===== src/rtl/lsu_pkg.sv =====
`default_nettype none

package lsu_pkg;

	typedef logic [31:0] addr_t;
	typedef logic [31:0] word_t;
	typedef logic [3:0]  strb_t;
	typedef logic [4:0]  rd_tag_t;
	typedef logic [2:0]  axsize_t;
	typedef logic [1:0]  resp_t;

	localparam resp_t RESP_OKAY   = 2'd0;
	localparam resp_t RESP_SLVERR = 2'd2;

	typedef enum logic [1:0] {
		OP_NONE,
		OP_LOAD,
		OP_STORE
	} mem_op_t;

	// encoding matches the AXI size code
	typedef enum logic [1:0] {
		SZ_BYTE,
		SZ_HALF,
		SZ_WORD
	} mem_size_t;

	typedef enum logic [3:0] {
		S_IDLE,
		S_LOCK,
		S_READ_ADDR,
		S_READ_DATA,
		S_WRITE_ADDR,
		S_WRITE_RESP,
		S_DELAY,
		S_ACCESS
	} lsu_state_t;

endpackage

`default_nettype wire


===== src/rtl/store_align.sv =====
`timescale 1ns/100ps
`default_nettype none

module store_align (
	input  lsu_pkg::addr_t    addr,
	input  lsu_pkg::mem_size_t size,
	input  lsu_pkg::word_t    data,
	output lsu_pkg::word_t    wdata,
	output lsu_pkg::strb_t    wstrb,
	output lsu_pkg::axsize_t  awsize
);

	// move the low lanes up to the addressed byte
	assign wdata = data << {addr[1:0], 3'b000};

	assign awsize = lsu_pkg::axsize_t'({1'b0, size});

	always_comb begin
		wstrb = 4'b0000;
		case (size)
			lsu_pkg::SZ_BYTE: begin
				wstrb = 4'b0001 << addr[1:0];
			end
			lsu_pkg::SZ_HALF: begin
				// only halfword-aligned offsets write anything
				if (addr[1:0] == 2'b00) begin
					wstrb = 4'b0011;
				end else if (addr[1:0] == 2'b10) begin
					wstrb = 4'b1100;
				end
			end
			lsu_pkg::SZ_WORD: begin
				if (addr[1:0] == 2'b00) begin
					wstrb = 4'b1111;
				end
			end
			default: begin
				wstrb = 4'b0000;
			end
		endcase
	end

endmodule

`default_nettype wire


===== config.mk =====
export PLATFORM = sky130hd
export DESIGN_NAME = store_align
export DESIGN_NICKNAME = d
export VERILOG_FILES = /design/src/rtl/lsu_pkg.sv /design/src/rtl/store_align.sv
export SDC_FILE = /design/constraint.sdc
export NUM_CORES = 1
export LEC_CHECK = 0
export BUFFER_PORTS_ARGS = -buffer_cell sky130_fd_sc_hd__buf_2
export CAP_MARGIN = 20
export CELL_PAD_IN_SITES_DETAIL_PLACEMENT = 2
export CELL_PAD_IN_SITES_GLOBAL_PLACEMENT = 2
export CORE_ASPECT_RATIO = 0.75
export CORE_UTILIZATION = 12
export DETAILED_ROUTE_END_ITERATION = 12
export PLACE_DENSITY = 0.95
export SLEW_MARGIN = 25
export SYNTH_ARGS = -nofsm -noshare
export SYNTH_HDL_FRONTEND = slang
export SYNTH_SLANG_ARGS = --single-unit

===== constraint.sdc =====
create_clock -name vclk -period 2.4
set_clock_uncertainty 0.15 [all_clocks]
set_input_delay 0.36 -clock vclk [all_inputs]
set_output_delay 0.36 -clock vclk [all_outputs]
set_load 0.02 [all_outputs]

==> results of run 1 <==
cell usage after synthesis:
cell type	instances
or3b_1	1
o21ai_0	1
xnor2_1	1
a211oi_1	1
nor2b_1	1
or4b_1	1
buf_2	2
buf_6	2
o31ai_1	1
a21oi_1	1
clkbuf_1	1
nand2b_1	1
buf_4	5
and2_1	8
o2bb2ai_1	8
conb_1	1
mux2i_1	32
nor2_1	9
power groups by stage:
stage	Clock [W]	Combinational [W]	Sequential (W)
after floorplan	0	0.000149	0
after global placement	0	0.000239	0
after detailed placement	0	0.000244	0
after CTS	0	0.000245	0
after global routing	0	0.000261	0
final	0	0.000240	0
area by class of cell:
cell class,count,area (sq um),area share (%)
Multi-Input combinational cell,67,543,52.5
Tap cell,60,75.1,7.26
Timing Repair Buffer,80,415,40.2
final timing paths:
check | to | slack [ns] | cells after the start
max | wdata[24] | 0.41 | 5
min | awsize[1] | 0.86 | 2
metal layers:
layer / global-route usage (%) / part of all wire (%) / routed length [um]
met1: 10.9 / 40 / 1100
met2: 20.5 / 53 / 1470
met3: 2.45 / 7.6 / 211
met4: 0 / 0 / 0
met5: 0 / 0 / 0
cell families after synthesis:
group	synth area share, %
multiplexers	51.9
other	0.608
XOR/XNOR	1.42
buffers and inverters	12.0
AND/OR/NAND/NOR	18.7
AO/OA/AOI/OAI	15.4
metrics by stage:
step	utilization (%)	instances	worst slack, ns	instance area, sq um
floorplan	-	77	0.628	617
CTS	21.0	207	0.381	1030
detailed placement	21.0	207	0.394	1030
global placement	21.0	207	0.420	1030
finish	21.0	207	0.413	1030
global route	21.0	207	0.270	1030
critical path, cell delays in order:
cell and delay (ns):
buf_2 0.29, buf_4 0.27, mux2i_1 0.26, mux2i_1 0.11
buf_2 0.17
placed cells by master (no fill, tap or decap), types with 6 or more instances in the layout:
master,instances
mux2i_1,32
nor2_1,9
o2bb2ai_1,8
buf_4,6
and2_1,8
buf_2,74
==> results.sh, run 1 <==
export IMPL_tns_ns=0
export IMPL_synth_area_sq_um=617
export IMPL_min_path_type="in -> out"
export IMPL_critical_path_class="in -> out"
export IMPL_crit_path_start_kind="input pin"
export IMPL_syn_inst=77
export IMPL_grt_overflow_total=0
export IMPL_synth_top_area_share_pct=51.9
export IMPL_worstHoldStart="size[1]"
export IMPL_antenna_left=0
export IMPL_n_fill_cell=598
export IMPL_power_w=0.000240
export IMPL_core_area_sq_um=4930
export IMPL_clkPwrFrac_pct=0
export IMPL_pwr_share_comb_pct=100.0
export IMPL_nets=215
export IMPL_p_int_w=0.0000964
export IMPL_place_gp_congestion=0.663
export IMPL_die_height_um=64.1
export IMPL_yosysSeqAreaShare_pct=0
export IMPL_cts_hold_fix_buffers=0
export IMPL_drtPass1Iterations=6
export IMPL_grt_first_pass_wirelength_mm=4.55
export IMPL_post_cts_resized=0
export IMPL_p_per_area_nw_per_um2=232
export IMPL_post_cts_setup_buffers=0
export IMPL_rows=22
export IMPL_die_w_um=84.8
export IMPL_routedWlPerCell_um=13.4
export IMPL_fmax_mhz=503
export IMPL_io_pins=105
export IMPL_setup_viol=0
export IMPL_clock_buffers=0
export IMPL_grt_util_all_layers_pct=9.98
export IMPL_fin_crit_ns=1.99
export IMPL_n_antenna_cell=0
export IMPL_seq_power_share_pct=0
export IMPL_cp_startpoint="addr[1]"
export IMPL_crit_required_ns=1.89
export IMPL_drc=0
export IMPL_synth_avg_cell_area_sq_um=8.01
export IMPL_finalCritPeriodShare_pct=82.8
export IMPL_vias=870
export IMPL_crit_fanout=16
export IMPL_grt_max_degree=17
export IMPL_place_hpwl_mm=2.40
export IMPL_initial_core_util_pct=12.5
export IMPL_port_buffers=74
export IMPL_drive_gt1_share_pct=54.4
export IMPL_yosys_warnings=0
export IMPL_ys_types=18
export IMPL_peakVddDrop_mv=0.0627
export IMPL_regArea_sq_um=0
export IMPL_synth_top_area_cell="mux2i_1"
export IMPL_status="completed"
export IMPL_fin_worst_hold_slack_ns=0.855
export IMPL_drt_initial_drc_count=20
export IMPL_die_area_sq_um=5430
export IMPL_grt_pass1_vias=983
export IMPL_wirelength_mm=2.78
export IMPL_finalMaxSlewViolations=0
export IMPL_hold_viol=0
export IMPL_synth_area_leaders="mux2i_1 (52%), o2bb2ai_1 (11%), and2_1 (8.1%)"
export IMPL_area_growth_pct=67.5
export IMPL_seq_cell_count=0
export IMPL_p_sw_share_pct=59.9
export IMPL_viasPerCell=4.20
export IMPL_synth_nets=143
export IMPL_endpoint_kind="output pin"
export IMPL_p_switching_w=0.000144
export IMPL_p_leak_nw=0.609
export IMPL_maxCapViolations=0
export IMPL_cp_arrival_ns=1.48
export IMPL_rsz0062_at_grt="no"
export IMPL_antenna_found_initial=0
No activity file was read; power rests on OpenSTA's default activity.
==> inputs of run 2 (changes only) <==
ABC_AREA = 1   (was unset)
CORE_UTILIZATION = 11   (was 12)
PLACE_DENSITY = 0.94   (was 0.95)
clock period = 1.95 ns   (was 2.4 ns; I/O delays follow)
==> run 2 against run 1 <==
Effect of this change:
- synthesized cell count increased by 120%
- global-route usage increased by 2.2 points
- count of clock-buffer cells in the layout unchanged
- final area increased by 16%
- critical path depth increased by 2
- power increased by 39%
- final cell count increased by 57%
- critical path type unchanged
- highest routed layer unchanged
==> results.sh, run 2 <==
export IMPL_n_antenna_cell=0
export IMPL_grt_overflow_total=0
export IMPL_regArea_sq_um=0
export IMPL_endpoint="wdata[22]"
export IMPL_cp_arrival_ns=1.38
export IMPL_peakVddDrop_mv=0.0799
export IMPL_drt_initial_drc_count=26
export IMPL_final_cells=324
export IMPL_syn_inst=170
export IMPL_layout_common_cells="nand2_1 (96), buf_2 (74), inv_1 (21), nor2_1 (19), nand3_1 (18)"
export IMPL_ys_types=11
export IMPL_finalMaxSlewViolations=0
export IMPL_grt_pass1_vias=1364
export IMPL_synth_area_sq_um=733
export IMPL_synth_most_common_cell="nand2_1"
export IMPL_crit_fanout=10
export IMPL_cp_startpoint="addr[0]"
export IMPL_port_buffers=74
export IMPL_finalCritPeriodShare_pct=93.6
export IMPL_crit_required_ns=1.51
export IMPL_wirelength_mm=4.31
export IMPL_nets=311
export IMPL_antenna_left=0
export IMPL_die_w_um=96.3
export IMPL_synth_nets=236
export IMPL_rows=25
export IMPL_die_area_sq_um=7000
export IMPL_seq_cell_count=0
export IMPL_area_growth_pct=63.0
export IMPL_initial_core_util_pct=11.5
export IMPL_fmax_mhz=548
export IMPL_maxCapViolations=0
export IMPL_power_w=0.000334
export IMPL_place_gp_congestion=0.727
export IMPL_drc=0
export IMPL_tns_ns=0
export IMPL_synth_top_area_cell="nand2_1"
export IMPL_viasPerCell=3.96
export IMPL_n_fill_cell=818
export IMPL_p_leak_nw=0.835
export IMPL_endpoint_kind="output pin"
export IMPL_setup_viol=0
export IMPL_status="completed"
export IMPL_clock_buffers=0
export IMPL_crit_path_start_kind="input pin"
export IMPL_min_path_type="in -> out"
export IMPL_synth_top_area_share_pct=49.1
export IMPL_drive_gt1_share_pct=35.8
export IMPL_grt_max_degree=12
export IMPL_routedWlPerCell_um=13.3
export IMPL_hold_viol=0
export IMPL_fin_worst_hold_slack_ns=0.706
export IMPL_yosysSeqAreaShare_pct=0
export IMPL_io_pins=105
export IMPL_critical_path_class="in -> out"
export IMPL_placed_cells=323
export IMPL_place_hpwl_mm=3.64
export IMPL_layout_commonest_cell="nand2_1"
export IMPL_antenna_found_initial=0
export IMPL_rsz0062_at_grt="no"
export IMPL_core_area_sq_um=6380
export IMPL_vias=1282
export IMPL_grt_util_all_layers_pct=12.2
export IMPL_post_cts_resized=0
export IMPL_synth_area_leaders="nand2_1 (49%), nand3_1 (12%), inv_1 (11%)"
export IMPL_fin_crit_ns=1.83
export IMPL_synth_top_cells_by_count="nand2_1 (96), inv_1 (21), nor2_1 (19)"
export IMPL_p_per_area_nw_per_um2=280
export IMPL_drtPass1Iterations=2
export IMPL_utilization_pct=18.7
export IMPL_grt_first_pass_wirelength_mm=6.54
export IMPL_yosys_warnings=0
export IMPL_die_height_um=72.7
export IMPL_cts_hold_fix_buffers=0
export IMPL_synth_avg_cell_area_sq_um=4.31
-- run 2: cells by family after synthesis --
group | share of synthesized area, %
simple gates | 75.8
buf+inv | 23.0
compound gates | 0.682
other cells | 0.511
-- run 2: cell type report --
cell class | count | area, sq um | area share [%]
inverters | 23 | 86.3 | 7.23
multi-input cells | 138 | 564 | 47.2
well taps | 81 | 101 | 8.48
repair buffers | 82 | 443 | 37.1
-- run 2: how the worst min path moves through the flow --
stage / to / slack (ns) / startpoint / cells after the start
floorplan: awsize[0] / 0.55 / size[0] / 1
global placement: awsize[1] / 0.70 / size[1] / 2
detailed placement: awsize[1] / 0.71 / size[1] / 2
CTS: awsize[1] / 0.71 / size[1] / 2
global route: awsize[1] / 0.72 / size[1] / 2
finish: awsize[1] / 0.71 / size[1] / 2
-- run 2: what timing repair did --
action | 4_1_cts | 5_1_grt
setup endpoints to repair | 0 | 4
endpoints found under the hold margin | 0 | 0
buffers inserted | 0 | 1
-- run 2: stage by stage --
step	cell area (sq um)	setup slack [ns]
2_1_floorplan	733	0.559
3_3_place_gp	1170	0.0318
3_5_place_dp	1170	0.0120
4_1_cts	1170	0.00680
5_1_grt	1190	0.0282
6_report	1190	0.124
-- run 2: report_power, final --
part           leakage [nW]  switching (W)  internal [W]
clock network             0              0             0
logic                 0.835       0.000218      0.000117
registers                 0              0             0
-- run 2: worst max-delay path, stage by stage --
cell     delay, ns
buf_2         0.27
inv_2         0.19
nor2_4        0.16
buf_12        0.14
nand2_1       0.05
nand3_1       0.10
buf_2         0.17
-- run 2: metal layers --
| layer | part of all wire, % | vias up | global-route usage [%] |
|---|---|---|---|
| met5 | 0 | - | 0 |
| met4 | 0 | 0 | 0.166 |
| met3 | 5.5 | 0 | 1.35 |
| met2 | 52 | 41 | 23.7 |
| met1 | 43 | 594 | 15.2 |
| li1 | - | 647 | - |
==> inputs of run 3 (changes only) <==
ABC_AREA = 0   (was 1)
PLACE_DENSITY = 0.9   (was 0.94)
==> run 3 against run 2 <==
Effect of this change:
- global-route usage is 2.6 points lower
- largest power group unchanged
- via count decreased by 31%
- critical path type unchanged
- sequential cell count stayed put
- hold slack improved by 0.017 ns
- first-iteration DRC count shrank 27%
==> results.sh, run 3 (synthesized netlist as in run 1, its figures left out) <==
export IMPL_min_path_type="in -> out"
export IMPL_drc=0
export IMPL_hold_viol=0
export IMPL_fin_crit_ns=1.82
export IMPL_cts_hold_fix_buffers=0
export IMPL_n_antenna_cell=0
export IMPL_place_hpwl_mm=2.66
export IMPL_drt_initial_drc_count=19
export IMPL_crit_path_start_kind="input pin"
export IMPL_die_height_um=66.9
export IMPL_p_sw_share_pct=59.4
export IMPL_viasPerCell=3.89
export IMPL_die_w_um=88.5
export IMPL_p_switching_w=0.000181
export IMPL_status="completed"
export IMPL_crit_required_ns=1.51
export IMPL_finalMaxSlewViolations=0
export IMPL_grt_first_pass_wirelength_mm=4.46
export IMPL_critical_path_class="in -> out"
export IMPL_post_cts_setup_buffers=0
export IMPL_place_gp_congestion=0.676
export IMPL_clock_buffers=0
export IMPL_peakVddDrop_mv=0.0608
export IMPL_regArea_sq_um=0
export IMPL_cp_startpoint="addr[0]"
export IMPL_initial_core_util_pct=11.5
export IMPL_power_w=0.000305
export IMPL_cp_arrival_ns=1.38
export IMPL_drive_gt1_share_pct=55.6
export IMPL_fmax_mhz=550
export IMPL_rsz0062_at_grt="no"
export IMPL_endpoint_kind="output pin"
export IMPL_p_int_w=0.000124
export IMPL_rows=23
export IMPL_grt_max_degree=16
export IMPL_grt_util_all_layers_pct=9.64
export IMPL_tns_ns=0
export IMPL_layout_commonest_cell="buf_2"
export IMPL_vias=879
export IMPL_whs_path_depth=2
export IMPL_die_area_sq_um=5910
export IMPL_clkPwrFrac_pct=0
export IMPL_area_growth_pct=75.5
export IMPL_seq_cell_count=0
export IMPL_seq_power_share_pct=0
export IMPL_grt_overflow_total=0
export IMPL_p_leak_nw=0.628
export IMPL_routedWlPerCell_um=13.5
export IMPL_p_per_area_nw_per_um2=282
export IMPL_wirelength_mm=3.05
export IMPL_n_fill_cell=665
export IMPL_crit_fanout=7
export IMPL_grt_pass1_vias=908
export IMPL_worstHoldStart="size[1]"
export IMPL_drtPass1Iterations=2
export IMPL_setup_viol=0
export IMPL_io_pins=105
export IMPL_multi_input_area_sq_um=543
export IMPL_pwr_share_comb_pct=100.0
export IMPL_nets=219
export IMPL_layout_common_cells="buf_2 (74), mux2i_1 (32), buf_4 (10), nor2_1 (9)"
export IMPL_antenna_found_initial=0
export IMPL_maxCapViolations=0
export IMPL_finalCritPeriodShare_pct=93.2
export IMPL_antenna_left=0
export IMPL_core_area_sq_um=5380
export IMPL_port_buffers=74
export IMPL_post_cts_resized=0
## run 3: cell types whose count changed in the layout (fill, tap and decap cells not counted), sizes merged, moves of 2 or more
cell	change
nand2	-96
mux2i	+32
inv	-23
nand3	-18
nor2	-13
and2	+8
o2bb2ai	+8
buf	+2
## run 3: worst paths after layout
| path | end | slack, ns |
|---|---|---|
| max | wdata[16] | 0.13 |
| min | awsize[1] | 0.72 |
## run 3: critical path: stages
cell and delay [ns]:
buf_2 0.17, buf_4 0.20, nor2b_1 0.23, buf_4 0.19
o2bb2ai_1 0.12, buf_2 0.18
## run 3: stage by stage
step | area [sq um] | hold WS, ns | instances | setup WS (ns) | utilization (%)
2_1_floorplan | 617 | 0.548 | 77 | 0.313 | -
5_1_grt | 1080 | 0.737 | 226 | 0.0432 | 20.1
4_1_cts | 1080 | 0.725 | 226 | 0.109 | 20.1
3_3_place_gp | 1080 | 0.719 | 226 | 0.159 | 20.1
6_report | 1080 | 0.723 | 226 | 0.132 | 20.1
3_5_place_dp | 1080 | 0.726 | 226 | 0.123 | 20.1
## run 3: final cells by class
class / instances / area share (%)
well taps: 75 / 8.67
multi-input cells: 67 / 50.2
repair buffers: 84 / 41.2
## run 3: power by group through the flow
stage               logic, W  clock network [W]  registers, W
detailed placement  0.000310                  0             0
global placement    0.000301                  0             0
finish              0.000305                  0             0
global route        0.000331                  0             0
floorplan           0.000184                  0             0
CTS                 0.000311                  0             0
## run 3: routing by layer
metal,up-vias,part of all wire (%),global-route usage (%)
li1,430,-,-
met1,414,40,11.1
met2,35,53,19.9
met3,0,7.0,0.991
met4,0,0,0
met5,-,0,0
