## config.mk

```make
export PLATFORM = sky130hd
export DESIGN_NAME = load_extend
export DESIGN_NICKNAME = d
export VERILOG_FILES = /design/src/rtl/lsu_pkg.sv /design/src/rtl/load_extend.sv
export SDC_FILE = /design/constraint.sdc
export NUM_CORES = 1
export LEC_CHECK = 0
export ABC_AREA = 1
export ABC_CLOCK_PERIOD_IN_PS = 2000
export BUFFER_PORTS_ARGS = -buffer_cell sky130_fd_sc_hd__clkbuf_2
export CELL_PAD_IN_SITES_DETAIL_PLACEMENT = 1
export CELL_PAD_IN_SITES_GLOBAL_PLACEMENT = 1
export CORE_MARGIN = 3
export CORE_UTILIZATION = 21
export DETAILED_ROUTE_END_ITERATION = 16
export GPL_TIMING_DRIVEN = 1
export PLACE_DENSITY = 0.9
export SLEW_MARGIN = 20
export SYNTH_ARGS = -nofsm -noshare
export SYNTH_HDL_FRONTEND = slang
export SYNTH_SLANG_ARGS = --single-unit
```

## constraint.sdc

```tcl
create_clock -name vclk -period 2
set_clock_uncertainty 0.15 [all_clocks]
set_input_delay 0.1 -clock vclk [all_inputs]
set_output_delay 0.1 -clock vclk [all_outputs]
set_load 0.05 [all_outputs]
```

## src/rtl/lsu_pkg.sv

```systemverilog
`default_nettype none

package lsu_pkg;

	typedef logic [31:0] addr_t;
	typedef logic [31:0] word_t;
	typedef logic [3:0]  strb_t;
	typedef logic [4:0]  rd_tag_t;
	typedef logic [2:0]  axsize_t;
	typedef logic [1:0]  resp_t;

	localparam resp_t RESP_OKAY   = 2'd0;
	localparam resp_t RESP_SLVERR = 2'd2;

	typedef enum logic [1:0] {
		OP_NONE,
		OP_LOAD,
		OP_STORE
	} mem_op_t;

	// encoding matches the AXI size code
	typedef enum logic [1:0] {
		SZ_BYTE,
		SZ_HALF,
		SZ_WORD
	} mem_size_t;

	typedef enum logic [3:0] {
		S_IDLE,
		S_LOCK,
		S_READ_ADDR,
		S_READ_DATA,
		S_WRITE_ADDR,
		S_WRITE_RESP,
		S_DELAY,
		S_ACCESS
	} lsu_state_t;

endpackage

`default_nettype wire

```

## src/rtl/load_extend.sv

```systemverilog
`timescale 1ns/100ps
`default_nettype none

module load_extend (
	input  lsu_pkg::addr_t     addr,
	input  lsu_pkg::mem_size_t size,
	input  logic               is_unsigned,
	input  lsu_pkg::word_t     rdata,
	output lsu_pkg::word_t     result
);

	lsu_pkg::word_t shifted;

	// addressed byte or half lands in the low lanes
	assign shifted = rdata >> {addr[1:0], 3'b000};

	always_comb begin
		case (size)
			lsu_pkg::SZ_BYTE: begin
				if (is_unsigned) begin
					result = {24'b0, shifted[7:0]};
				end else begin
					result = {{24{shifted[7]}}, shifted[7:0]};
				end
			end
			lsu_pkg::SZ_HALF: begin
				if (is_unsigned) begin
					result = {16'b0, shifted[15:0]};
				end else begin
					result = {{16{shifted[15]}}, shifted[15:0]};
				end
			end
			default: begin
				// word load, no shift applied
				result = rdata;
			end
		endcase
	end

endmodule

`default_nettype wire

```

==> parameters.txt, run 1 <==
Parameter                              Value

STA
  Relative slew slack ... 0.7145
  Number of pins exceeding their max-slew limit in the final report ... 0
  Portion of the clock cycle consumed by the worst path in the final layout ... 0.8551
  Final number of hold-violating endpoints ... 0
  Minimum clock period after layout ... 1710 ps
  Setup TNS after final layout ... 0 ps
  Slew of the pin with the lowest slew margin ... 425.4 ps
  Endpoints failing setup ... 0
  Setup WS post-layout ... 289.9 ps
  Unrepaired setup endpoints after global routing ... no
  Hold slack final ... 451.4 ps
  Maximum clock frequency ... 0.5848 GHz

Logic synthesis
  Number of distinct library cell variants in the gate-level netlist after synthesis ... 17
  Post-synth design cell area ... 843.3 µm²
  Adder and majority cell fraction of the synthesized area ... 0
  Fraction of post-synthesis cell area in the top cell type by area ... 0.2982
  Gate Count Post-Synth ... 174
  Share of cell area taken by muxes after synthesis ... 0
  Area fraction in compound gates after synthesis ... 0.1780
  Library cell with the largest summed area after synthesis ... nand2_1
  Sequential area share after synthesis ... 0
  Yosys warning count ... 0
  Post-Syn Nets ... 241
  Dominant combinational cell family by area after synthesis ... simple AND/OR/NAND/NOR gates
  Fraction of synthesized cell area in xor and xnor cells ... 0
  Mean instance size in the synthesized netlist ... 4.847 µm²
  Most area-consuming cells after synthesis ... nand2_1 (30%), nand3_1 (20%), o21ai_0 (17%)
  Post-synthesis share of cell area spent on and, or, nand and nor gates ... 0.6677

Setup path
  Worst path slowest cell ... clkbuf_2
  CP peak stage delay ... 290 ps
  Worst EP arrival ... 1460 ps
  Family with the most delay on the worst path ... simple AND/OR/NAND/NOR gates
  Worst setup path class ... in2out
  Crit path required time ... 1750 ps
  Series of cell instances along the critical path ... clkbuf_2, inv_4, nand2_1, nand3_1, nand2_2, nand3_4, nand3_1, clkbuf_2
  Critical path launch point type ... input pin
  Count of buffer and inverter cells on the critical path ... 3
  Crit end category ... output port
  Maximum fanout encountered on the critical timing path ... 24

Place
  Post-placement setup slack ... 282.1 ps
  Weighted congestion at the end of routability-driven global placement ... 0.8402
  Count of buffers from port buffering ... 69
  Cell area after placement ... 1182 µm²
  Placed Instances ... 282
  Detail Placement HPWL ... 3152 µm

Cells and area
  Final Instance Count excl. Fillers ... 282
  Sequential cell area ... 0 µm²
  Layout cells sized above 1 ... 0.3504
  Final design area excluding fillers ... 1182 µm²
  Core utilization of the finished layout ... 0.3135
  Flip-flop and latch count ... 0
  Layout clock buffers ... 0
  Area Overhead vs Synth ... 40.21%
  Total inserted antenna cells ... 0
  Final #Nets ... 303

Routing
  Drt wl/cell ... 13.33 µm
  Aggregate routed wire length ... 3760 µm
  Drt via density ... 4.862
  Antenna-violating nets left ... 0
  Initial DRC Count ... 54
  Via total after detailed routing ... 1,371
  # DRC ... 0
  Number of detailed-route iterations in the first pass ... 4

Power
  Max IR drop VDD ... 0.0001571 V
  Total power per unit cell area ... 410.2 nW/µm²
  Total leakage power ... 0.7195 nW
  Final Total Pwr ... 0.4851 mW

Floorplanning
  Die area ... 4812 µm²
  Die extent in x ... 69.37 µm
  Row Count ... 22
  Number of top-level pins ... 99
  Overall die height ... 69.37 µm
  Initial Utilization ... 0.2236
  Total core area ... 3771 µm²

Global routing
  Overflow after GRT ... 0
  Number of antenna violations at the first check in global routing ... 0
  Largest net degree at the start of global routing ... 25
  Wire length of the first global-routing pass ... 6486 µm
  Total GRT Usage ... 0.1557
  Vias in the first global route ... 1,441

Min path
  Hold Crit Class ... in2out

Clock tree
  Quantity of hold-fixing buffers added after cts ... 0
  Count of buffers added by post-CTS timing repair for setup ... 0
  Quantity of gates resized following cts ... 0

Job
  Number of max-cap violations ... 0

Outcome
  Status ... completed
## tightest hold or removal path: cells and delay by family
family | cells | cell delay, ps
buffers and inverters | 2 | 310
AND/OR/NAND/NOR | 2 | 100
## layout make-up
cell class	count	area, µm²
fill	555	2589
multi-input combinational	153	713.2
timing repair buffer	72	367.9
tap	48	60.06
inverter	9	41.29
## where the power goes
part	internal, mW	leakage [nW]	switching (mW)
Sequential	0	0	0
Combinational	0.118	0.719	0.367
Clock	0	0	0
## synthesized netlist by cell type (all sizes together)
master	number
o21ai	30
nand3	36
nor2	17
buf	9
nand2	70
clkbuf	3
inv	9
## placed cells by master, fill, tap and decap left out
master	netlist	final
clkbuf_2	1	69
nand2_2	3	3
buf_4	0	3
inv_2	1	1
nor2_4	1	1
o21ai_1	2	2
nor2_8	1	1
inv_1	6	6
nand3_1	34	34
inv_6	1	1
nand3_4	2	2
inv_4	1	1
nor2_1	15	15
nand2_1	67	67
o21ai_0	28	28
## cells by family (layout without fill, tap and decap cells)
kind of cell / after synthesis / after routing
AND/OR/NAND/NOR: 123 / 123
AO/OA/AOI/OAI: 30 / 30
buffers and inverters: 21 / 81
## per-layer routing
layer  global-route usage  vias to the layer above  routed length (µm)
met5                    0                        -                   0
met4              0.03688                        0                  89
met3              0.01884                        8                 237
li1                     -                      694                   -
met2               0.2765                       53                1722
met1               0.1981                      616                1711
## path summary, 6_finish.rpt
| path | start | slack (ps) | cells after the start | endpoint |
|---|---|---|---|---|
| worst min-delay path | rdata[0] | 450 | 4 | result[0] |
| worst max-delay path | addr[0] | 290 | 8 | result[25] |
Note: power is estimated with default switching activity, not from simulation.
==> run 2, diff against run 1 <==
--- a/config.mk
+++ b/config.mk
@@ -5,8 +5,7 @@
 export SDC_FILE = /design/constraint.sdc
 export NUM_CORES = 1
 export LEC_CHECK = 0
-export ABC_AREA = 1
-export ABC_CLOCK_PERIOD_IN_PS = 2000
+export ABC_CLOCK_PERIOD_IN_PS = 2100
 export BUFFER_PORTS_ARGS = -buffer_cell sky130_fd_sc_hd__clkbuf_2
 export CELL_PAD_IN_SITES_DETAIL_PLACEMENT = 1
 export CELL_PAD_IN_SITES_GLOBAL_PLACEMENT = 1
@@ -14,7 +13,7 @@
 export CORE_UTILIZATION = 21
 export DETAILED_ROUTE_END_ITERATION = 16
 export GPL_TIMING_DRIVEN = 1
-export PLACE_DENSITY = 0.9
+export PLACE_DENSITY = 0.91
 export SLEW_MARGIN = 20
 export SYNTH_ARGS = -nofsm -noshare
 export SYNTH_HDL_FRONTEND = slang
==> constraint.sdc (replaced) <==
create_clock -name vclk -period 2.1
set_clock_uncertainty 0.15 [all_clocks]
set_input_delay 0.105 -clock vclk [all_inputs]
set_output_delay 0.105 -clock vclk [all_outputs]
set_load 0.05 [all_outputs]
==> run 2 against run 1 <==
Against the previous run: total power increased by 0.12%; worst hold slack improved by 22 ps; setup slack got worse by 88 ps; sequential share of layout area unchanged; critical path depth shrank 2; utilization grew 5.2 points; count of clock-buffer cells in the layout stayed put; synthesized area is 12% lower.
==> parameters.txt, run 2 <==
Parameter                              Value

Outcome
  Status ... completed

Place
  Post-placement setup slack ... 198.8 ps (-83.25 ps)
  Weighted congestion at the end of routability-driven global placement ... 0.8388 (-0.17%)
  Placed Instances ... 223 (-21%)
  Cell area after placement ... 1171 µm² (-0.95%)
  Count of buffers from port buffering ... 69 (unchanged)
  Detail Placement HPWL ... 2900 µm (-8.0%)

Global routing
  Wire length of the first global-routing pass ... 5713 µm (-12%)
  Largest net degree at the start of global routing ... 20 (-20%)
  Overflow after GRT ... 0 (unchanged)
  Vias in the first global route ... 1,154 (-20%)
  Total GRT Usage ... 0.1663 (+0.01054)
  Number of antenna violations at the first check in global routing ... 0 (unchanged)

Setup path
  Worst setup path class ... in2out
  Maximum fanout encountered on the critical timing path ... 16 (-33%)
  Worst path slowest cell ... mux4_2
  Series of cell instances along the critical path ... clkbuf_2, mux4_2, a221oi_4, buf_12, o21ai_1, clkbuf_2
  Crit end category ... output port
  Critical path launch point type ... input pin
  Most common cell on crit path ... clkbuf_2
  Family with the most delay on the worst path ... multiplexers
  Crit path required time ... 1850 ps (+100 ps)
  Count of buffer and inverter cells on the critical path ... 3 (unchanged)
  Worst EP arrival ... 1640 ps (+180 ps)
  CP peak stage delay ... 560 ps (+270 ps)

Cells and area
  Flip-flop and latch count ... 0 (unchanged)
  Most common cell after layout, fill and taps aside ... clkbuf_2
  Area Overhead vs Synth ... 58.11%
  Core utilization of the finished layout ... 0.3656 (+0.05209)
  Final #Nets ... 248 (-18%)
  Final Instance Count excl. Fillers ... 223 (-21%)
  Commonest cells after routing, fill and taps aside ... clkbuf_2 (69), nand2_1 (28), o21ai_1 (16)
  Final design area excluding fillers ... 1171 µm² (-0.95%)
  Layout clock buffers ... 0 (unchanged)
  Total inserted antenna cells ... 0 (unchanged)
  Layout cells sized above 1 ... 0.4637 (+0.1133)
  Multi-input logic area ... 675.6 µm² (-5.3%)
  Fill cell instance count of the final layout ... 464 (-16%)
  Sequential cell area ... 0 µm² (unchanged)

Min path
  Hold path startpoint ... rdata[7]
  Hold Crit Class ... in2out
  Hold path cells ... 4 (unchanged)
  End point of the worst hold path ... result[7]

Clock tree
  Quantity of hold-fixing buffers added after cts ... 0 (unchanged)
  Count of buffers added by post-CTS timing repair for setup ... 0 (unchanged)
  Quantity of gates resized following cts ... 0 (unchanged)

STA
  Relative slew slack ... 0.6142 (-0.1003)
  Portion of the clock cycle consumed by the worst path in the final layout ... 0.9037
  Endpoints failing setup ... 0 (unchanged)
  Unrepaired setup endpoints after global routing ... no
  Hold slack final ... 472.9 ps (+21.52 ps)
  Minimum clock period after layout ... 1898 ps
  Setup TNS after final layout ... 0 ps (unchanged)
  Number of pins exceeding their max-slew limit in the final report ... 0 (unchanged)
  Final number of hold-violating endpoints ... 0 (unchanged)
  Maximum clock frequency ... 0.5270 GHz
  Setup WS post-layout ... 202.3 ps (-87.60 ps)
  Slew of the pin with the lowest slew margin ... 577.3 ps (+151.9 ps)

Logic synthesis
  Sequential area share after synthesis ... 0 (unchanged)
  Mean instance size in the synthesized netlist ... 6.555 µm² (+35%)
  Gate Count Post-Synth ... 113 (-35%)
  Most area-consuming cells after synthesis ... nand2_1 (14%), mux2i_1 (9.5%), o211a_1 (9.5%)
  Most common cell in the synthesized netlist ... nand2_1
  Top post-synthesis cells by count ... nand2_1 (28), clkbuf_1 (10), o21ai_1 (10)
  Library cell with the largest summed area after synthesis ... nand2_1
  Yosys warning count ... 0 (unchanged)
  Number of distinct library cell variants in the gate-level netlist after synthesis ... 23 (+6)
  Post-Syn Nets ... 180 (-25%)
  Post-synth design cell area ... 740.7 µm² (-12%)
  Fraction of post-synthesis cell area in the top cell type by area ... 0.1419 (-0.1563)

Routing
  Aggregate routed wire length ... 3603 µm (-4.2%)
  Antenna-violating nets left ... 0 (unchanged)
  Via total after detailed routing ... 1,146 (-16%)
  # DRC ... 0 (unchanged)
  Drt via density ... 5.139 (+5.7%)
  Drt wl/cell ... 16.16 µm (+21%)
  Number of detailed-route iterations in the first pass ... 4 (unchanged)
  Initial DRC Count ... 38 (-30%)

Job
  Number of max-cap violations ... 0 (unchanged)

Power
  Total power per unit cell area ... 414.7 nW/µm² (+1.1%)
  Total leakage power ... 0.6526 nW (-9.3%)
  Max IR drop VDD ... 0.0001509 V (-4.0%)
  Final Total Pwr ... 0.4857 mW (+0.12%)

Floorplanning
  Number of top-level pins ... 99 (unchanged)
  Initial Utilization ... 0.2312 (+0.007627)
  Row Count ... 20 (-9.1%)
  Total core area ... 3203 µm² (-15%)
  Die extent in x ... 65.39 µm (-5.7%)
  Overall die height ... 65.39 µm (-5.7%)
  Die area ... 4276 µm² (-11%)
run 2: power by group:
group / total (mW) / internal (mW) / switching [mW]
clock network: 0 / 0 / 0
registers: 0 / 0 / 0
logic: 0.486 / 0.141 / 0.345
run 2: logic make-up (layout without fill, tap and decap cells):
| group | count (synthesis) | in the layout | synth area share |
|---|---|---|---|
| simple gates | 39 | 39 | 0.2500 |
| mux | 9 | 9 | 0.1402 |
| buf+inv | 16 | 82 | 0.1013 |
| compound gates | 49 | 49 | 0.5085 |
run 2: routing by layer:
metal,part of all wire,track usage
met1,0.46,0.2195
met2,0.47,0.3047
met3,0.061,0.01368
met4,0.0069,0.01036
met5,0,0
run 2: worst max path at each step:
stage                 start          to  slack, ps  depth (start not counted)
floorplan           addr[0]  result[14]       -210                          5
global placement    addr[1]  result[16]        220                          6
detailed placement  addr[1]  result[22]        200                          6
CTS                 addr[1]  result[20]        200                          6
global route        addr[1]  result[30]        140                          6
finish              addr[1]  result[28]        200                          6
run 2: final cells by class:
class                           instances  share of cell area
Multi-Input combinational cell         97              0.5769
Timing Repair Buffer                   78              0.3632
Tap cell                               44             0.04701
Inverter                                4             0.01282
==> run 3, diff against run 2 <==
==> config.mk (replaced) <==
export PLATFORM = sky130hd
export DESIGN_NAME = load_extend
export DESIGN_NICKNAME = d
export VERILOG_FILES = /design/src/rtl/lsu_pkg.sv /design/src/rtl/load_extend.sv
export SDC_FILE = /design/constraint.sdc
export NUM_CORES = 1
export LEC_CHECK = 0
export ABC_CLOCK_PERIOD_IN_PS = 1600
export BUFFER_PORTS_ARGS = -buffer_cell sky130_fd_sc_hd__clkbuf_2
export CELL_PAD_IN_SITES_DETAIL_PLACEMENT = 1
export CELL_PAD_IN_SITES_GLOBAL_PLACEMENT = 1
export CORE_MARGIN = 3
export CORE_UTILIZATION = 17
export DETAILED_ROUTE_END_ITERATION = 16
export GPL_TIMING_DRIVEN = 1
export PLACE_DENSITY = 0.79
export SYNTH_ARGS = -nofsm -noshare
export SYNTH_HDL_FRONTEND = slang
export SYNTH_SLANG_ARGS = --single-unit
export TNS_END_PERCENT = 100
==> constraint.sdc (replaced) <==
create_clock -name vclk -period 1.6
set_clock_uncertainty 0.15 [all_clocks]
set_input_delay 0.08 -clock vclk [all_inputs]
set_output_delay 0.08 -clock vclk [all_outputs]
set_load 0.05 [all_outputs]
==> run 3 against run 2 <==
Against the previous run: the run now ends with setup timing left; critical endpoint is now result[18]; wire length rose by 13%; flip-flop and latch count is the same; total power grew 82%; worst hold slack got worse by 120 ps; largest cell class unchanged; die area up 21%; utilization grew 5.7 points.
==> parameters.txt, run 3 (synthesized netlist as in run 2, its figures left out) <==
Parameter                              Value

Global routing
  Largest net degree at the start of global routing ... 19 (-5.0%)
  Wire length of the first global-routing pass ... 6679 µm (+17%)
  Overflow after GRT ... 0 (unchanged)
  Total GRT Usage ... 0.1584 (-0.007858)
  Number of antenna violations at the first check in global routing ... 0 (unchanged)
  Vias in the first global route ... 1,335 (+16%)

Setup path
  Maximum fanout encountered on the critical timing path ... 16 (unchanged)
  Worst path slowest cell ... mux4_2
  Series of cell instances along the critical path ... buf_6, mux4_2, a221oi_4, buf_12, o21ai_1, clkbuf_8
  Crit end category ... output port
  Worst setup path class ... in2out
  Crit path required time ... 1370 ps (-480 ps)
  Critical path launch point type ... input pin
  Worst EP arrival ... 1530 ps (-110 ps)
  CP peak stage delay ... 550 ps (about the same)

STA
  Endpoints failing setup ... 23 (+23)
  Number of pins exceeding their max-slew limit in the final report ... 0 (unchanged)
  Portion of the clock cycle consumed by the worst path in the final layout ... 1.103
  Minimum clock period after layout ... 1764 ps
  Slew of the pin with the lowest slew margin ... 292.1 ps (-285.1 ps)
  Maximum clock frequency ... 0.5669 GHz
  Final number of hold-violating endpoints ... 0 (unchanged)
  Unrepaired setup endpoints after global routing ... yes
  Setup WS post-layout ... -164.1 ps (-366.4 ps)
  Relative slew slack ... 0.8053 (+0.1910)

Power
  Final Total Pwr ... 0.8828 mW (+82%)
  Max IR drop VDD ... 0.0002107 V (+40%)
  Total power per unit cell area ... 508.0 nW/µm² (+22%)
  Total leakage power ... 0.8331 nW (+28%)

Clock tree
  Quantity of hold-fixing buffers added after cts ... 0 (unchanged)

Place
  Weighted congestion at the end of routability-driven global placement ... 0.7574 (-9.7%)
  Count of buffers from port buffering ... 69 (unchanged)
  Detail Placement HPWL ... 3176 µm (+9.5%)
  Placed Instances ... 240 (+7.6%)

Floorplanning
  Initial Utilization ... 0.1800 (-0.05126)
  Row Count ... 23 (+15%)
  Overall die height ... 72.01 µm (+10%)
  Total core area ... 4115 µm² (+28%)
  Number of top-level pins ... 99 (unchanged)
  Die area ... 5185 µm² (+21%)
  Die extent in x ... 72.01 µm (+10%)

Cells and area
  Sequential cell area ... 0 µm² (unchanged)
  Final Instance Count excl. Fillers ... 240 (+7.6%)
  Total inserted antenna cells ... 0 (unchanged)
  Layout clock buffers ... 0 (unchanged)
  Final #Nets ... 259 (+4.4%)
  Most common cell after layout, fill and taps aside ... clkbuf_2
  Commonest cells after routing, fill and taps aside ... clkbuf_2 (36), nand2_1 (28), buf_8 (18)
  Area Overhead vs Synth ... 134.6%
  Fill cell instance count of the final layout ... 488 (+5.2%)
  Flip-flop and latch count ... 0 (unchanged)
  Layout cells sized above 1 ... 0.6053 (+0.1416)

Routing
  Initial DRC Count ... 52 (+37%)
  Drt via density ... 5.042 (-1.9%)
  Via total after detailed routing ... 1,210 (+5.6%)
  Aggregate routed wire length ... 4083 µm (+13%)
  Drt wl/cell ... 17.01 µm (+5.3%)
  Antenna-violating nets left ... 0 (unchanged)
  # DRC ... 0 (unchanged)
  Number of detailed-route iterations in the first pass ... 4 (unchanged)

Outcome
  Status ... finished with violations
  Failing checks ... setup timing

Min path
  Hold Crit Class ... in2out

Job
  Number of max-cap violations ... 0 (unchanged)
-- run 3: area by class of cell --
type | instances | area (µm²) | share of cell area
Inverter | 4 | 15.01 | 0.008639
Tap cell | 50 | 62.56 | 0.03600
Multi-Input combinational cell | 97 | 850.8 | 0.4896
Timing Repair Buffer | 89 | 809.5 | 0.4658
-- run 3: worst max-delay path: cells and delay by family --
family | cells | cell delay, ps
muxes | 1 | 550
AOI/OAI and AO/OA | 2 | 430
buffers and inverters | 3 | 470
-- run 3: stage by stage --
step | instance area, µm² | hold WS (ps) | setup slack [ps] | TNS, ps | util
floorplan | 895.9 | 217.5 | -191.5 | -3194 | -
global placement | 1424 | 344.2 | -185.3 | -3937 | 0.3460
detailed placement | 1424 | 351.4 | -205.9 | -4511 | 0.3460
CTS | 1664 | 352.3 | -162.9 | -3120 | 0.4044
global route | 1738 | 398.8 | -217.3 | -3397 | 0.4223
finish | 1738 | 348.6 | -164.1 | -2158 | 0.4223
-- run 3: routing by layer --
layer / part of all wire / global-route usage / up-vias
met5: 0 / 0 / -
met4: 0.017 / 0.02088 / 0
met3: 0.047 / 0.01108 / 6
met2: 0.53 / 0.3010 / 47
met1: 0.41 / 0.1983 / 567
li1: - / - / 590
-- run 3: timing repair --
action,CTS,global route
setup buffers,0,0
endpoints found under the hold margin,0,0
pin swaps,0,7
endpoints found under the setup margin,29,30
resized for setup,56,31
-- run 3: power by group --
part,switching [mW],internal (mW),leakage [nW],total (mW)
sequential,0,0,0,0
clock,0,0,0,0
combinational,0.524,0.359,0.833,0.883
-- run 3: final timing paths --
check / start / cells past startpoint / endpoint
worst max-delay path: addr[1] / 6 / result[18]
worst min-delay path: rdata[0] / 4 / result[0]
