**config.mk**
```make
export PLATFORM = sky130hd
export DESIGN_NAME = mem_access_fsm
export DESIGN_NICKNAME = d
export VERILOG_FILES = /design/src/rtl/lsu_pkg.sv /design/src/rtl/mem_access_fsm.sv
export SDC_FILE = /design/constraint.sdc
export NUM_CORES = 1
export LEC_CHECK = 0
export BUFFER_PORTS_ARGS = -buffer_cell sky130_fd_sc_hd__buf_4
export CORE_AREA = 2 2 117 119
export DETAILED_ROUTE_END_ITERATION = 8
export DIE_AREA = 0 0 119 121
export GPL_ROUTABILITY_DRIVEN = 0
export PLACE_DENSITY = 0.68
export SLEW_MARGIN = 10
export SYNTH_ARGS = -nofsm -noshare
export SYNTH_HDL_FRONTEND = slang
export SYNTH_SLANG_ARGS = --single-unit
```
**constraint.sdc**
```tcl
create_clock -name clk -period 2.35 [get_ports clk]
set_input_delay 0.235 -clock clk [delete_from_list [all_inputs] [get_ports clk]]
set_output_delay 0.235 -clock clk [all_outputs]
set_load 0.05 [all_outputs]
```
**src/rtl/lsu_pkg.sv**
```systemverilog
`default_nettype none

package lsu_pkg;

	typedef logic [31:0] addr_t;
	typedef logic [31:0] word_t;
	typedef logic [3:0]  strb_t;
	typedef logic [4:0]  rd_tag_t;
	typedef logic [2:0]  axsize_t;
	typedef logic [1:0]  resp_t;

	localparam resp_t RESP_OKAY   = 2'd0;
	localparam resp_t RESP_SLVERR = 2'd2;

	typedef enum logic [1:0] {
		OP_NONE,
		OP_LOAD,
		OP_STORE
	} mem_op_t;

	// encoding matches the AXI size code
	typedef enum logic [1:0] {
		SZ_BYTE,
		SZ_HALF,
		SZ_WORD
	} mem_size_t;

	typedef enum logic [3:0] {
		S_IDLE,
		S_LOCK,
		S_READ_ADDR,
		S_READ_DATA,
		S_WRITE_ADDR,
		S_WRITE_RESP,
		S_DELAY,
		S_ACCESS
	} lsu_state_t;

endpackage

`default_nettype wire

```
**src/rtl/mem_access_fsm.sv**
```systemverilog
`timescale 1ns/100ps
`default_nettype none

module mem_access_fsm (
	input  logic               clk,
	input  logic               reset,
	// upstream
	input  logic               in_valid,
	output logic               in_ready,
	input  lsu_pkg::mem_op_t   in_op,
	input  lsu_pkg::mem_size_t in_size,
	input  logic               in_unsigned,
	input  lsu_pkg::addr_t     in_addr,
	input  lsu_pkg::word_t     in_wdata,
	input  lsu_pkg::rd_tag_t   in_rd,
	// writeback
	output logic               out_valid,
	input  logic               out_ready,
	output lsu_pkg::word_t     out_rdata,
	output lsu_pkg::rd_tag_t   out_rd,
	output logic               out_err,
	// read channels
	output logic               arvalid,
	input  logic               arready,
	output lsu_pkg::addr_t     araddr,
	output lsu_pkg::axsize_t   arsize,
	input  logic               rvalid,
	output logic               rready,
	input  lsu_pkg::resp_t     rresp,
	// write channels
	output logic               awvalid,
	input  logic               awready,
	output lsu_pkg::addr_t     awaddr,
	output logic               wvalid,
	input  logic               wready,
	input  logic               bvalid,
	output logic               bready,
	input  lsu_pkg::resp_t     bresp,
	// alignment blocks
	input  lsu_pkg::word_t     load_result,
	output lsu_pkg::addr_t     lock_addr,
	output lsu_pkg::mem_size_t lock_size,
	output logic               lock_unsigned,
	output lsu_pkg::word_t     lock_wdata
);

	lsu_pkg::lsu_state_t state;
	lsu_pkg::mem_op_t    lock_op;

	// address held stable for the whole transaction
	assign araddr = lock_addr;
	assign awaddr = lock_addr;
	assign arsize = lsu_pkg::axsize_t'({1'b0, lock_size});

	// latched operation fields
	always_ff @(posedge clk) begin
		if (state == lsu_pkg::S_IDLE && in_valid && in_ready) begin
			lock_op       <= in_op;
			lock_addr     <= in_addr;
			lock_size     <= in_size;
			lock_unsigned <= in_unsigned;
			lock_wdata    <= in_wdata;
			out_rd        <= in_rd;
		end
	end

	// result and error, cleared on acceptance for the no-access case
	always_ff @(posedge clk) begin
		if (state == lsu_pkg::S_IDLE && in_valid && in_ready) begin
			out_rdata <= '0;
			out_err   <= 1'b0;
		end else if (state == lsu_pkg::S_READ_DATA && rvalid) begin
			out_rdata <= load_result;
			out_err   <= (rresp != lsu_pkg::RESP_OKAY);
		end else if (state == lsu_pkg::S_WRITE_RESP && bvalid) begin
			out_err   <= (bresp != lsu_pkg::RESP_OKAY);
		end
	end

	always_ff @(posedge clk) begin
		if (reset) begin
			state     <= lsu_pkg::S_IDLE;
			in_ready  <= 1'b1;
			out_valid <= 1'b0;
			arvalid   <= 1'b0;
			rready    <= 1'b0;
			awvalid   <= 1'b0;
			wvalid    <= 1'b0;
			bready    <= 1'b0;
		end else begin
			case (state)
				lsu_pkg::S_IDLE: begin
					if (in_valid && in_ready) begin
						in_ready <= 1'b0;
						state    <= lsu_pkg::S_LOCK;
					end
				end
				lsu_pkg::S_LOCK: begin
					if (lock_op == lsu_pkg::OP_LOAD) begin
						arvalid <= 1'b1;
						state   <= lsu_pkg::S_READ_ADDR;
					end else if (lock_op == lsu_pkg::OP_STORE) begin
						// address and data go out together
						awvalid <= 1'b1;
						wvalid  <= 1'b1;
						state   <= lsu_pkg::S_WRITE_ADDR;
					end else begin
						state   <= lsu_pkg::S_DELAY;
					end
				end
				lsu_pkg::S_READ_ADDR: begin
					if (arready) begin
						arvalid <= 1'b0;
						rready  <= 1'b1;
						state   <= lsu_pkg::S_READ_DATA;
					end
				end
				lsu_pkg::S_READ_DATA: begin
					if (rvalid) begin
						rready <= 1'b0;
						state  <= lsu_pkg::S_DELAY;
					end
				end
				lsu_pkg::S_WRITE_ADDR: begin
					// memory accepts both channels in the same cycle
					if (awready && wready) begin
						awvalid <= 1'b0;
						wvalid  <= 1'b0;
						bready  <= 1'b1;
						state   <= lsu_pkg::S_WRITE_RESP;
					end
				end
				lsu_pkg::S_WRITE_RESP: begin
					if (bvalid) begin
						bready <= 1'b0;
						state  <= lsu_pkg::S_DELAY;
					end
				end
				lsu_pkg::S_DELAY: begin
					out_valid <= 1'b1;
					state     <= lsu_pkg::S_ACCESS;
				end
				lsu_pkg::S_ACCESS: begin
					// hold the result until writeback takes it
					if (out_ready) begin
						out_valid <= 1'b0;
						in_ready  <= 1'b1;
						state     <= lsu_pkg::S_IDLE;
					end
				end
				default: begin
					state <= lsu_pkg::S_IDLE;
				end
			endcase
		end
	end

endmodule

`default_nettype wire

```
==> impl_metrics.py, run 1 <==
metrics = {
    "yosys": {
        "synth-seq-cells": 116,
        "synthFlopType": "edfxtp_1",
        "yosys-top-cells-area": "edfxtp_1, dfxtp_1, buf_4",
        "synth_top_cell_area_share": 0.4926,
        "yosys_warnings": 0,
        "syn_inst": 348,
        "synth_top_family_by_area": "buffers and inverters",
        "synth_nets": 467,
        "yosys.area.top_type": "edfxtp_1",
        "ys_types": 36,
        "async_flop_share": 0,
        "synth_seq_area_share": 0.6791,
        "synthesis.area_mm2": 0.004511,
        "synth_xor_area_frac": 0,
        "synthSimpleGateAreaFrac": 0.08821,
        "syn_avg_cell_area_um2": 12.96,
        "synth-edff-count": 74,
        "yosys-top-cells-count": "buf_4, edfxtp_1, nand2_1",
        "synthMuxAreaShare": 0.006935,
        "synth-compound-area-share": 0.08793,
        "synthAdderAreaFrac": 0,
        "post-synth-top-count-cell": "buf_4",
    },
    "detailed_routing": {
        "first_pass_iters": 4,
        "drc": 0,
        "drt_iter0_markers": 264,
        "routed_wl_mm": 13.66,
        "routed_via_density": 4.398,
        "drt.antenna.violating_nets": 0,
        "route.vias.total": 3725,
        "wire_per_inst_um": 16.13,
    },
    "global_route": {
        "globalRouteOverflowTotal": 0,
        "grt_max_degree": 70,
        "grt_first_pass_wirelength_mm": 20.11,
        "antenna_found_initial": 0,
        "grt_pass1_vias": 3631,
        "grt_use_total": 0.1870,
    },
    "pwr": {
        "p_clk_frac": 0.389,
        "vdd_drop_max_mv": 0.4202,
        "p_leak_uw": 0.003299,
        "p_seq_frac": 0.360,
        "comb_power_share": 0.252,
        "p_sw_frac": 0.3171,
        "switchingPower_uw": 2172,
        "power-per-cell-area_mw_per_mm2": 881.5,
        "p_int_uw": 4678,
    },
    "job": {
        "cap_violations": 0,
    },
    "sta": {
        "fin_crit_ns": 1.887,
        "fin_ws_ns": 0.4634,
        "hold_viol_final": 0,
        "tns_ns": 0,
        "rsz0062_at_grt": "false",
        "finalClockSkew_ns": 0.008223,
        "slew_violations": 0,
        "max_freq_mhz": 530.1,
        "worst_pin_slew_ns": 0.5615,
        "maxSlewHeadroom": 0.6257,
        "fin_crit_sh": 0.8028,
        "setup-violations-final": 0,
        "timing.hold.ws_ns": 0.07230,
    },
    "finish": {
        "fin_util": 0.5939,
        "area_delta_synth_final_pct": 72.29,
        "antennaDiodeCount": 0,
        "nets": 777,
        "drive_gt1_frac": 0.5410,
    },
    "clock_network": {
        "clkSinkCount": 116,
        "clock_latency_ns": 0.41,
        "cts.repair.resized": 0,
        "cts.clk_slew.worst_paths_ns": 0.05,
        "tritoncts": "built",
        "cts_buffers": 17,
        "cts-root-buf": "clkbuf_16",
        "htreeDepth": 4,
        "cts.path.max_buffers": 2,
    },
    "critical_path": {
        "worstRegToRegCells": 4,
        "cp_data_required_time_ns": 2.39,
        "critPathCaptureType": "flip-flop",
        "crit_type": "flip-flop to flip-flop",
        "crit_fanout": 38,
        "rr_endpoint": "araddr[28]",
        "rrSetupSlack_ns": 0.46,
        "r2r_start": "state[0]",
        "critPathCapture": "araddr[28]",
        "crit_start": "state[0]",
        "critPathLaunchType": "flip-flop",
        "cp.arrival_ns": 1.93,
    },
    "floorplan": {
        "die_area_mm2": 0.01440,
        "die_x_um": 119,
        "die_h_um": 121,
        "fp-row-count": 42,
        "coreArea_mm2": 0.01309,
        "io_pins": 298,
        "initial_core_util": 0.3447,
    },
    "placement": {
        "place_ws_ns": 0.4743,
        "io_buffers": 296,
        "hpwl_mm": 9.235,
    },
    "min_path": {
        "hold_class": "input port to flip-flop",
    },
    "status": {
        "status": "completed",
    },
}
-- metal layers --
metal | vias to the layer above | routed length, µm | GRT usage
met3 | 29 | 877 | 0.06532
met5 | - | 0 | 0
met4 | 0 | 396 | 0.09524
met2 | 193 | 7200 | 0.3261
met1 | 1751 | 5188 | 0.2010
li1 | 1752 | - | -
-- power groups by stage --
stage,clock [µW],combinational (µW),sequential (µW)
after floorplan,0,725,2940
after global placement,0,1610,2490
after detailed placement,0,1620,2500
after CTS,2720,1730,2460
after global routing,2800,1780,2480
final,2660,1730,2460
-- worst min-delay path by stage --
stage | start | end | slack [ns] | depth (start not counted)
2_1_floorplan | in_addr[0] | araddr[0] | 0.33 | 0
3_3_place_gp | in_wdata[12] | lock_wdata[12] | 0.41 | 1
3_5_place_dp | in_wdata[24] | lock_wdata[24] | 0.41 | 1
4_1_cts | reset | arvalid | 0.05 | 2
5_1_grt | load_result[2] | out_rdata[2] | 0.06 | 3
6_report | reset | arvalid | 0.07 | 2
-- sequential cells by signal, indices dropped and copies added, names as in the netlist, 2 cells and up --
name	cells
lock_op	2
araddr	32
out_rdata	32
lock_wdata	32
out_rd	5
state	3
lock_size	2
-- metrics by stage --
stage               cell area [µm²]  total power (µW)  cells
floorplan                      4511              3666    348
global placement               6416              4102    741
detailed placement             6416              4121    741
CTS                            7771              6904    847
global route                   7771              7062    847
finish                         7771              6850    847
-- cell families (layout without fill, tap and decap cells) --
group           count (synthesis)  count (layout)
buf+inv                        86             409
mux                             3               3
flops                         116             116
other cells                     1               1
simple gates                   92              92
compound gates                 50              50
-- worst max-delay path: stages (launching register included) --
cell	delay, ns
dfxtp_1	0.43
inv_1	0.22
and3_1	0.21
and2_4	0.16
buf_4	0.46
-- cell usage in the layout, fill, tap and decap left out, types with 4 or more instances in the layout --
| cell | n |
|---|---|
| a21oi_1 | 6 |
| a21oi_2 | 29 |
| buf_4 | 297 |
| bufinv_16 | 4 |
| clkbuf_16 | 17 |
| clkinvlp_4 | 5 |
| dfxtp_1 | 42 |
| dlygate4sd3_1 | 74 |
| edfxtp_1 | 74 |
| nand2_1 | 68 |
| nand3_1 | 4 |
| nor2_1 | 5 |
| nor3_1 | 4 |
-- cell type report --
cell class | count | area [µm²]
Multi-Input combinational cell | 146 | 832.0
Clock buffer | 19 | 432.9
Clock inverter | 13 | 181.4
Fill cell | 981 | 5314
Timing Repair Buffer | 374 | 3030
Inverter | 3 | 11.26
Tap cell | 176 | 220.2
Sequential cell | 116 | 3063
-- repair_timing --
item | CTS | global route
setup buffers | 0 | 0
hold buffers | 74 | 0
endpoints found under the hold margin | 74 | 0
Note: power is estimated with default switching activity, not from simulation.
==> inputs of run 2 (changes only) <==
==> constraint.sdc (replaced) <==
create_clock -name clk -period 1.79 [get_ports clk]
set_input_delay 0.179 -clock clk [delete_from_list [all_inputs] [get_ports clk]]
set_output_delay 0.179 -clock clk [all_outputs]
set_load 0.05 [all_outputs]
==> run 2 against run 1 <==
Clock-buffer cell count is 8 higher. Hold slack worse by 0.037 ns. Clock skew is 0.00078 ns higher. Cell count is 0.83% higher. Largest power group is now registers. Combinational power is 34% higher. Largest cell class is now non-clock buffers. Maximum frequency is 21% higher. Via count is 0.54% higher. Sequential share of layout area is 0.22 points higher. Design area is 0.56% lower. Flip-flop and latch count stayed put. Critical path type unchanged. Core utilization is 0.33 points lower.
==> impl_metrics.py, run 2 (synthesized netlist as in run 1, its figures left out) <==
metrics = {
    "status": {
        "status": "completed",
    },
    "job": {
        "cap_violations": 0,
    },
    "sta": {
        "max_freq_mhz": 642.0,
        "fin_crit_ns": 1.558,
        "slew_violations": 0,
        "fin_crit_sh": 0.8702,
        "rsz0062_at_grt": "false",
        "tns_ns": 0,
        "finalClockSkew_ns": 0.009006,
        "setup-violations-final": 0,
        "hold_viol_final": 0,
    },
    "pwr": {
        "p_clk_frac": 0.351,
        "p_leak_uw": 0.003305,
        "p_int_uw": 5754,
        "vdd_drop_max_mv": 0.5348,
        "switchingPower_uw": 2776,
        "p_seq_frac": 0.377,
        "power-per-cell-area_mw_per_mm2": 1104,
        "p_sw_frac": 0.3254,
        "comb_power_share": 0.271,
    },
    "floorplan": {
        "die_area_mm2": 0.01440,
        "die_h_um": 121,
        "coreArea_mm2": 0.01309,
        "io_pins": 298,
        "fp-row-count": 42,
        "initial_core_util": 0.3447,
        "die_x_um": 119,
    },
    "detailed_routing": {
        "met1_length_mm": 5.289,
        "first_pass_iters": 4,
        "routed_via_density": 4.385,
        "wire_per_inst_um": 16.17,
        "wl_met2_mm": 7.411,
        "drt.antenna.violating_nets": 0,
        "route.vias.total": 3745,
        "routed.top_layer": "met4",
        "met3WireLength_um": 870,
        "drc": 0,
        "drt_iter0_markers": 185,
        "routed_wl_mm": 13.81,
    },
    "critical_path": {
        "worstRegToRegCells": 4,
        "critPathCapture": "araddr[3]",
        "rrSetupSlack_ns": 0.23,
        "critPathCaptureType": "flip-flop",
        "path_buf_inv": 1,
        "crit_start": "state[1]",
        "crit_family": "simple AND/OR/NAND/NOR gates",
        "worstPathCellList": "nor2_1, and3_1, and2_4, buf_4",
        "slowest_stage": "dfxtp_1",
        "path_depth": 4,
        "cp.arrival_ns": 1.62,
        "crit_fanout": 23,
        "rr_endpoint": "araddr[3]",
        "critPathLaunchType": "flip-flop",
        "crit_type": "flip-flop to flip-flop",
        "cp_data_required_time_ns": 1.85,
        "r2r_start": "state[1]",
        "max_stage_delay_ns": 0.34,
    },
    "finish": {
        "nets": 784,
        "area_delta_synth_final_pct": 71.32,
        "fin_util": 0.5906,
        "drive_gt1_frac": 0.5398,
        "antennaDiodeCount": 0,
        "final_common_cell": "buf_4",
        "fillCellCount": 1010,
        "most-common-layout-cells": "buf_4, edfxtp_1, dlygate4sd3_1, nand2_1, dfxtp_1",
    },
    "placement": {
        "hpwl_mm": 9.671,
        "io_buffers": 296,
    },
    "clock_network": {
        "cts.clk_slew.worst_paths_ns": 0.05,
        "holdBufCountCts": 74,
        "clock_latency_ns": 0.39,
        "clkSinkCount": 116,
        "cts.path.max_buffers": 2,
        "tritoncts": "built",
        "cts-root-buf": "clkbuf_16",
        "htreeDepth": 4,
        "cts.repair.resized": 0,
        "cts_buffers": 17,
        "post-cts-setup-buffers": 0,
    },
    "min_path": {
        "worstHoldPathCells": 2,
        "hold_class": "input port to flip-flop",
    },
    "global_route": {
        "grt_use_total": 0.1839,
        "antenna_found_initial": 0,
        "grt_first_pass_wirelength_mm": 20.27,
        "grt_pass1_vias": 3717,
        "grt_max_degree": 42,
        "globalRouteOverflowTotal": 0,
    },
}
[run 2: worst register-to-register path, cell delays in order (launching register included)]
cell and delay, ns:
dfxtp_1 0.34, nor2_1 0.15, and3_1 0.20, and2_4 0.21, buf_4 0.31
[run 2: power by group through the flow]
stage               registers (µW)  logic, µW  clock network [µW]
floorplan                     3860        958                   0
global placement              3260       2160                   0
detailed placement            3270       2180                   0
CTS                           3220       2310                3050
global route                  3240       2380                3210
finish                        3220       2310                3000
[run 2: layer usage]
metal,vias up,GRT usage
met5,-,0
met4,0,0.06027
met3,15,0.05357
met2,180,0.3344
met1,1785,0.2064
li1,1765,-
[run 2: worst min path at each step]
stage / from / endpoint / slack, ns
final: reset / bready / 0.04
after detailed placement: in_wdata[30] / lock_wdata[30] / 0.36
after floorplan: in_addr[0] / araddr[0] / 0.28
after CTS: load_result[21] / out_rdata[21] / 0.01
after global placement: in_addr[7] / araddr[7] / 0.36
after global routing: load_result[1] / out_rdata[1] / 0.03
[run 2: area by class of cell]
cell class	instances	area [µm²]	area share
clock inverter	5	27.53	0.003562
multi-input combinational	146	832.0	0.1077
inverter	3	11.26	0.001457
timing repair buffer	381	3070	0.3973
tap	176	220.2	0.02850
sequential	116	3063	0.3964
clock buffer	27	503.0	0.06509
[run 2: stage by stage]
step                hold slack (ns)  worst slack (ns)  cells  total power (µW)  instance area [µm²]
detailed placement           0.3583            0.2438    748              5444                 6456
floorplan                    0.2779           0.02299    348              4817                 4518
finish                      0.03505            0.2324    854              8530                 7727
global placement             0.3572            0.3213    748              5416                 6456
global route                0.02683            0.1383    854              8825                 7727
CTS                         0.01486            0.2331    854              8583                 7727
==> inputs of run 3 (changes only) <==
--- a/config.mk
+++ b/config.mk
@@ -10,6 +10,7 @@
 export DETAILED_ROUTE_END_ITERATION = 8
 export DIE_AREA = 0 0 119 121
 export GPL_ROUTABILITY_DRIVEN = 0
+export MAX_ROUTING_LAYER = met4
 export PLACE_DENSITY = 0.68
 export SLEW_MARGIN = 10
 export SYNTH_ARGS = -nofsm -noshare
==> run 3 against run 2 <==
Power increased by 0.13%. Non-clock buffer count stayed put. Flip-flop and latch count did not move. Clock power hardly changed. Critical path depth unchanged. Cell count unchanged. Critical path type unchanged. Critical endpoint unchanged.
==> impl_metrics.py, run 3 (synthesized netlist as in run 1, its figures left out) <==
metrics = {
    "finish": {
        "fillCellCount": 1010,
        "final_common_cell": "buf_4",
        "nets": 784,
        "most-common-layout-cells": "buf_4, edfxtp_1, dlygate4sd3_1, nand2_1, dfxtp_1",
        "area_delta_synth_final_pct": 71.32,
        "drive_gt1_frac": 0.5398,
        "fin_util": 0.5906,
        "antennaDiodeCount": 0,
    },
    "clock_network": {
        "tritoncts": "built",
        "cts.path.max_buffers": 2,
        "cts-root-buf": "clkbuf_16",
        "clkSinkCount": 116,
        "cts.repair.resized": 0,
        "clock_latency_ns": 0.40,
        "cts_buffers": 17,
        "cts.clk_slew.worst_paths_ns": 0.05,
        "htreeDepth": 4,
    },
    "floorplan": {
        "die_area_mm2": 0.01440,
        "initial_core_util": 0.3447,
        "fp-row-count": 42,
        "coreArea_mm2": 0.01309,
        "die_h_um": 121,
        "die_x_um": 119,
        "io_pins": 298,
    },
    "sta": {
        "tns_ns": 0,
        "hold_viol_final": 0,
        "fin_crit_ns": 1.555,
        "finalClockSkew_ns": 0.01025,
        "fin_crit_sh": 0.8689,
        "setup-violations-final": 0,
        "rsz0062_at_grt": "false",
        "slew_violations": 0,
        "max_freq_mhz": 643.0,
    },
    "detailed_routing": {
        "routed_wl_mm": 13.83,
        "route.vias.total": 3754,
        "drt.antenna.violating_nets": 0,
        "first_pass_iters": 6,
        "wire_per_inst_um": 16.19,
        "drt_iter0_markers": 194,
        "routed_via_density": 4.396,
        "drc": 0,
    },
    "critical_path": {
        "critPathCaptureType": "flip-flop",
        "worstPathCellList": "nor2_1, and3_1, and2_4, buf_4",
        "crit_fanout": 23,
        "cp.arrival_ns": 1.62,
        "crit_type": "flip-flop to flip-flop",
        "max_stage_delay_ns": 0.34,
        "slowest_stage": "dfxtp_1",
        "critPathLaunchType": "flip-flop",
        "cp_data_required_time_ns": 1.85,
    },
    "pwr": {
        "p_leak_uw": 0.003305,
        "switchingPower_uw": 2787,
        "p_seq_frac": 0.377,
        "vdd_drop_max_mv": 0.5360,
        "comb_power_share": 0.271,
        "power-per-cell-area_mw_per_mm2": 1105,
        "p_sw_frac": 0.3263,
        "p_int_uw": 5754,
        "p_clk_frac": 0.352,
    },
    "job": {
        "cap_violations": 0,
    },
    "global_route": {
        "globalRouteOverflowTotal": 0,
        "grt_first_pass_wirelength_mm": 20.26,
        "grt_use_total": 0.1892,
        "grt_max_degree": 42,
        "antenna_found_initial": 0,
        "grt_pass1_vias": 3707,
    },
    "placement": {
        "io_buffers": 296,
        "hpwl_mm": 9.671,
    },
    "status": {
        "status": "completed",
    },
    "min_path": {
        "hold_class": "input port to flip-flop",
    },
}
run 3: cell counts in the layout (fill, tap and decap cells not counted):
Identical to the previous run, type by type.
run 3: path summary, 6_finish.rpt:
| path | to | depth (start not counted) | slack, ns | start |
|---|---|---|---|---|
| max reg2reg | araddr[3] | 4 | 0.23 | state[1] |
| max | araddr[3] | 4 | 0.23 | state[1] |
| min | out_rdata[21] | 3 | 0.03 | load_result[21] |
| min reg2reg | out_rdata[22] | 2 | 0.47 | out_rdata[22] |
run 3: worst max-delay path, delay by kind of cell (launching register included):
family | cells | cell delay (ns)
buf+inv | 1 | 0.31
simple gates | 3 | 0.56
flops | 1 | 0.34
run 3: what timing repair did:
item | CTS | global route
endpoints found under the hold margin | 74 | 0
hold buffers | 74 | 0
buffers inserted | 0 | 0
run 3: metrics by stage:
| step | setup WS, ns | cell area (µm²) | std cells | power, µW | hold slack [ns] |
|---|---|---|---|---|---|
| floorplan | 0.02299 | 4518 | 348 | 4817 | 0.2779 |
| global placement | 0.3213 | 6456 | 748 | 5416 | 0.3572 |
| detailed placement | 0.2438 | 6456 | 748 | 5444 | 0.3583 |
| CTS | 0.2331 | 7727 | 854 | 8583 | 0.01486 |
| global route | 0.1384 | 7727 | 854 | 8826 | 0.02542 |
| finish | 0.2347 | 7727 | 854 | 8541 | 0.03340 |
run 3: final cells by class:
cell class / instances / area, µm² / area share
clock buffers: 27 / 503.0 / 0.06509
repair buffers: 381 / 3070 / 0.3973
multi-input cells: 146 / 832.0 / 0.1077
flip-flops and latches: 116 / 3063 / 0.3964
well taps: 176 / 220.2 / 0.02850
inverters: 3 / 11.26 / 0.001457
clock inverters: 5 / 27.53 / 0.003562
run 3: per-layer routing:
metal / track usage / share of wire / vias to the layer above
met1: 0.2094 / 0.38 / 1788
met3: 0.05310 / 0.068 / 15
met4: 0.05804 / 0.017 / 0
li1: - / - / 1765
met2: 0.3326 / 0.54 / 186
met5: - / 0 / -
run 3: power groups by stage:
| stage | logic, µW | clock network (µW) | registers, µW |
|---|---|---|---|
| CTS | 2310 | 3050 | 3220 |
| finish | 2320 | 3010 | 3220 |
| detailed placement | 2180 | 0 | 3270 |
| global route | 2380 | 3210 | 3240 |
| global placement | 2160 | 0 | 3260 |
| floorplan | 958 | 0 | 3860 |
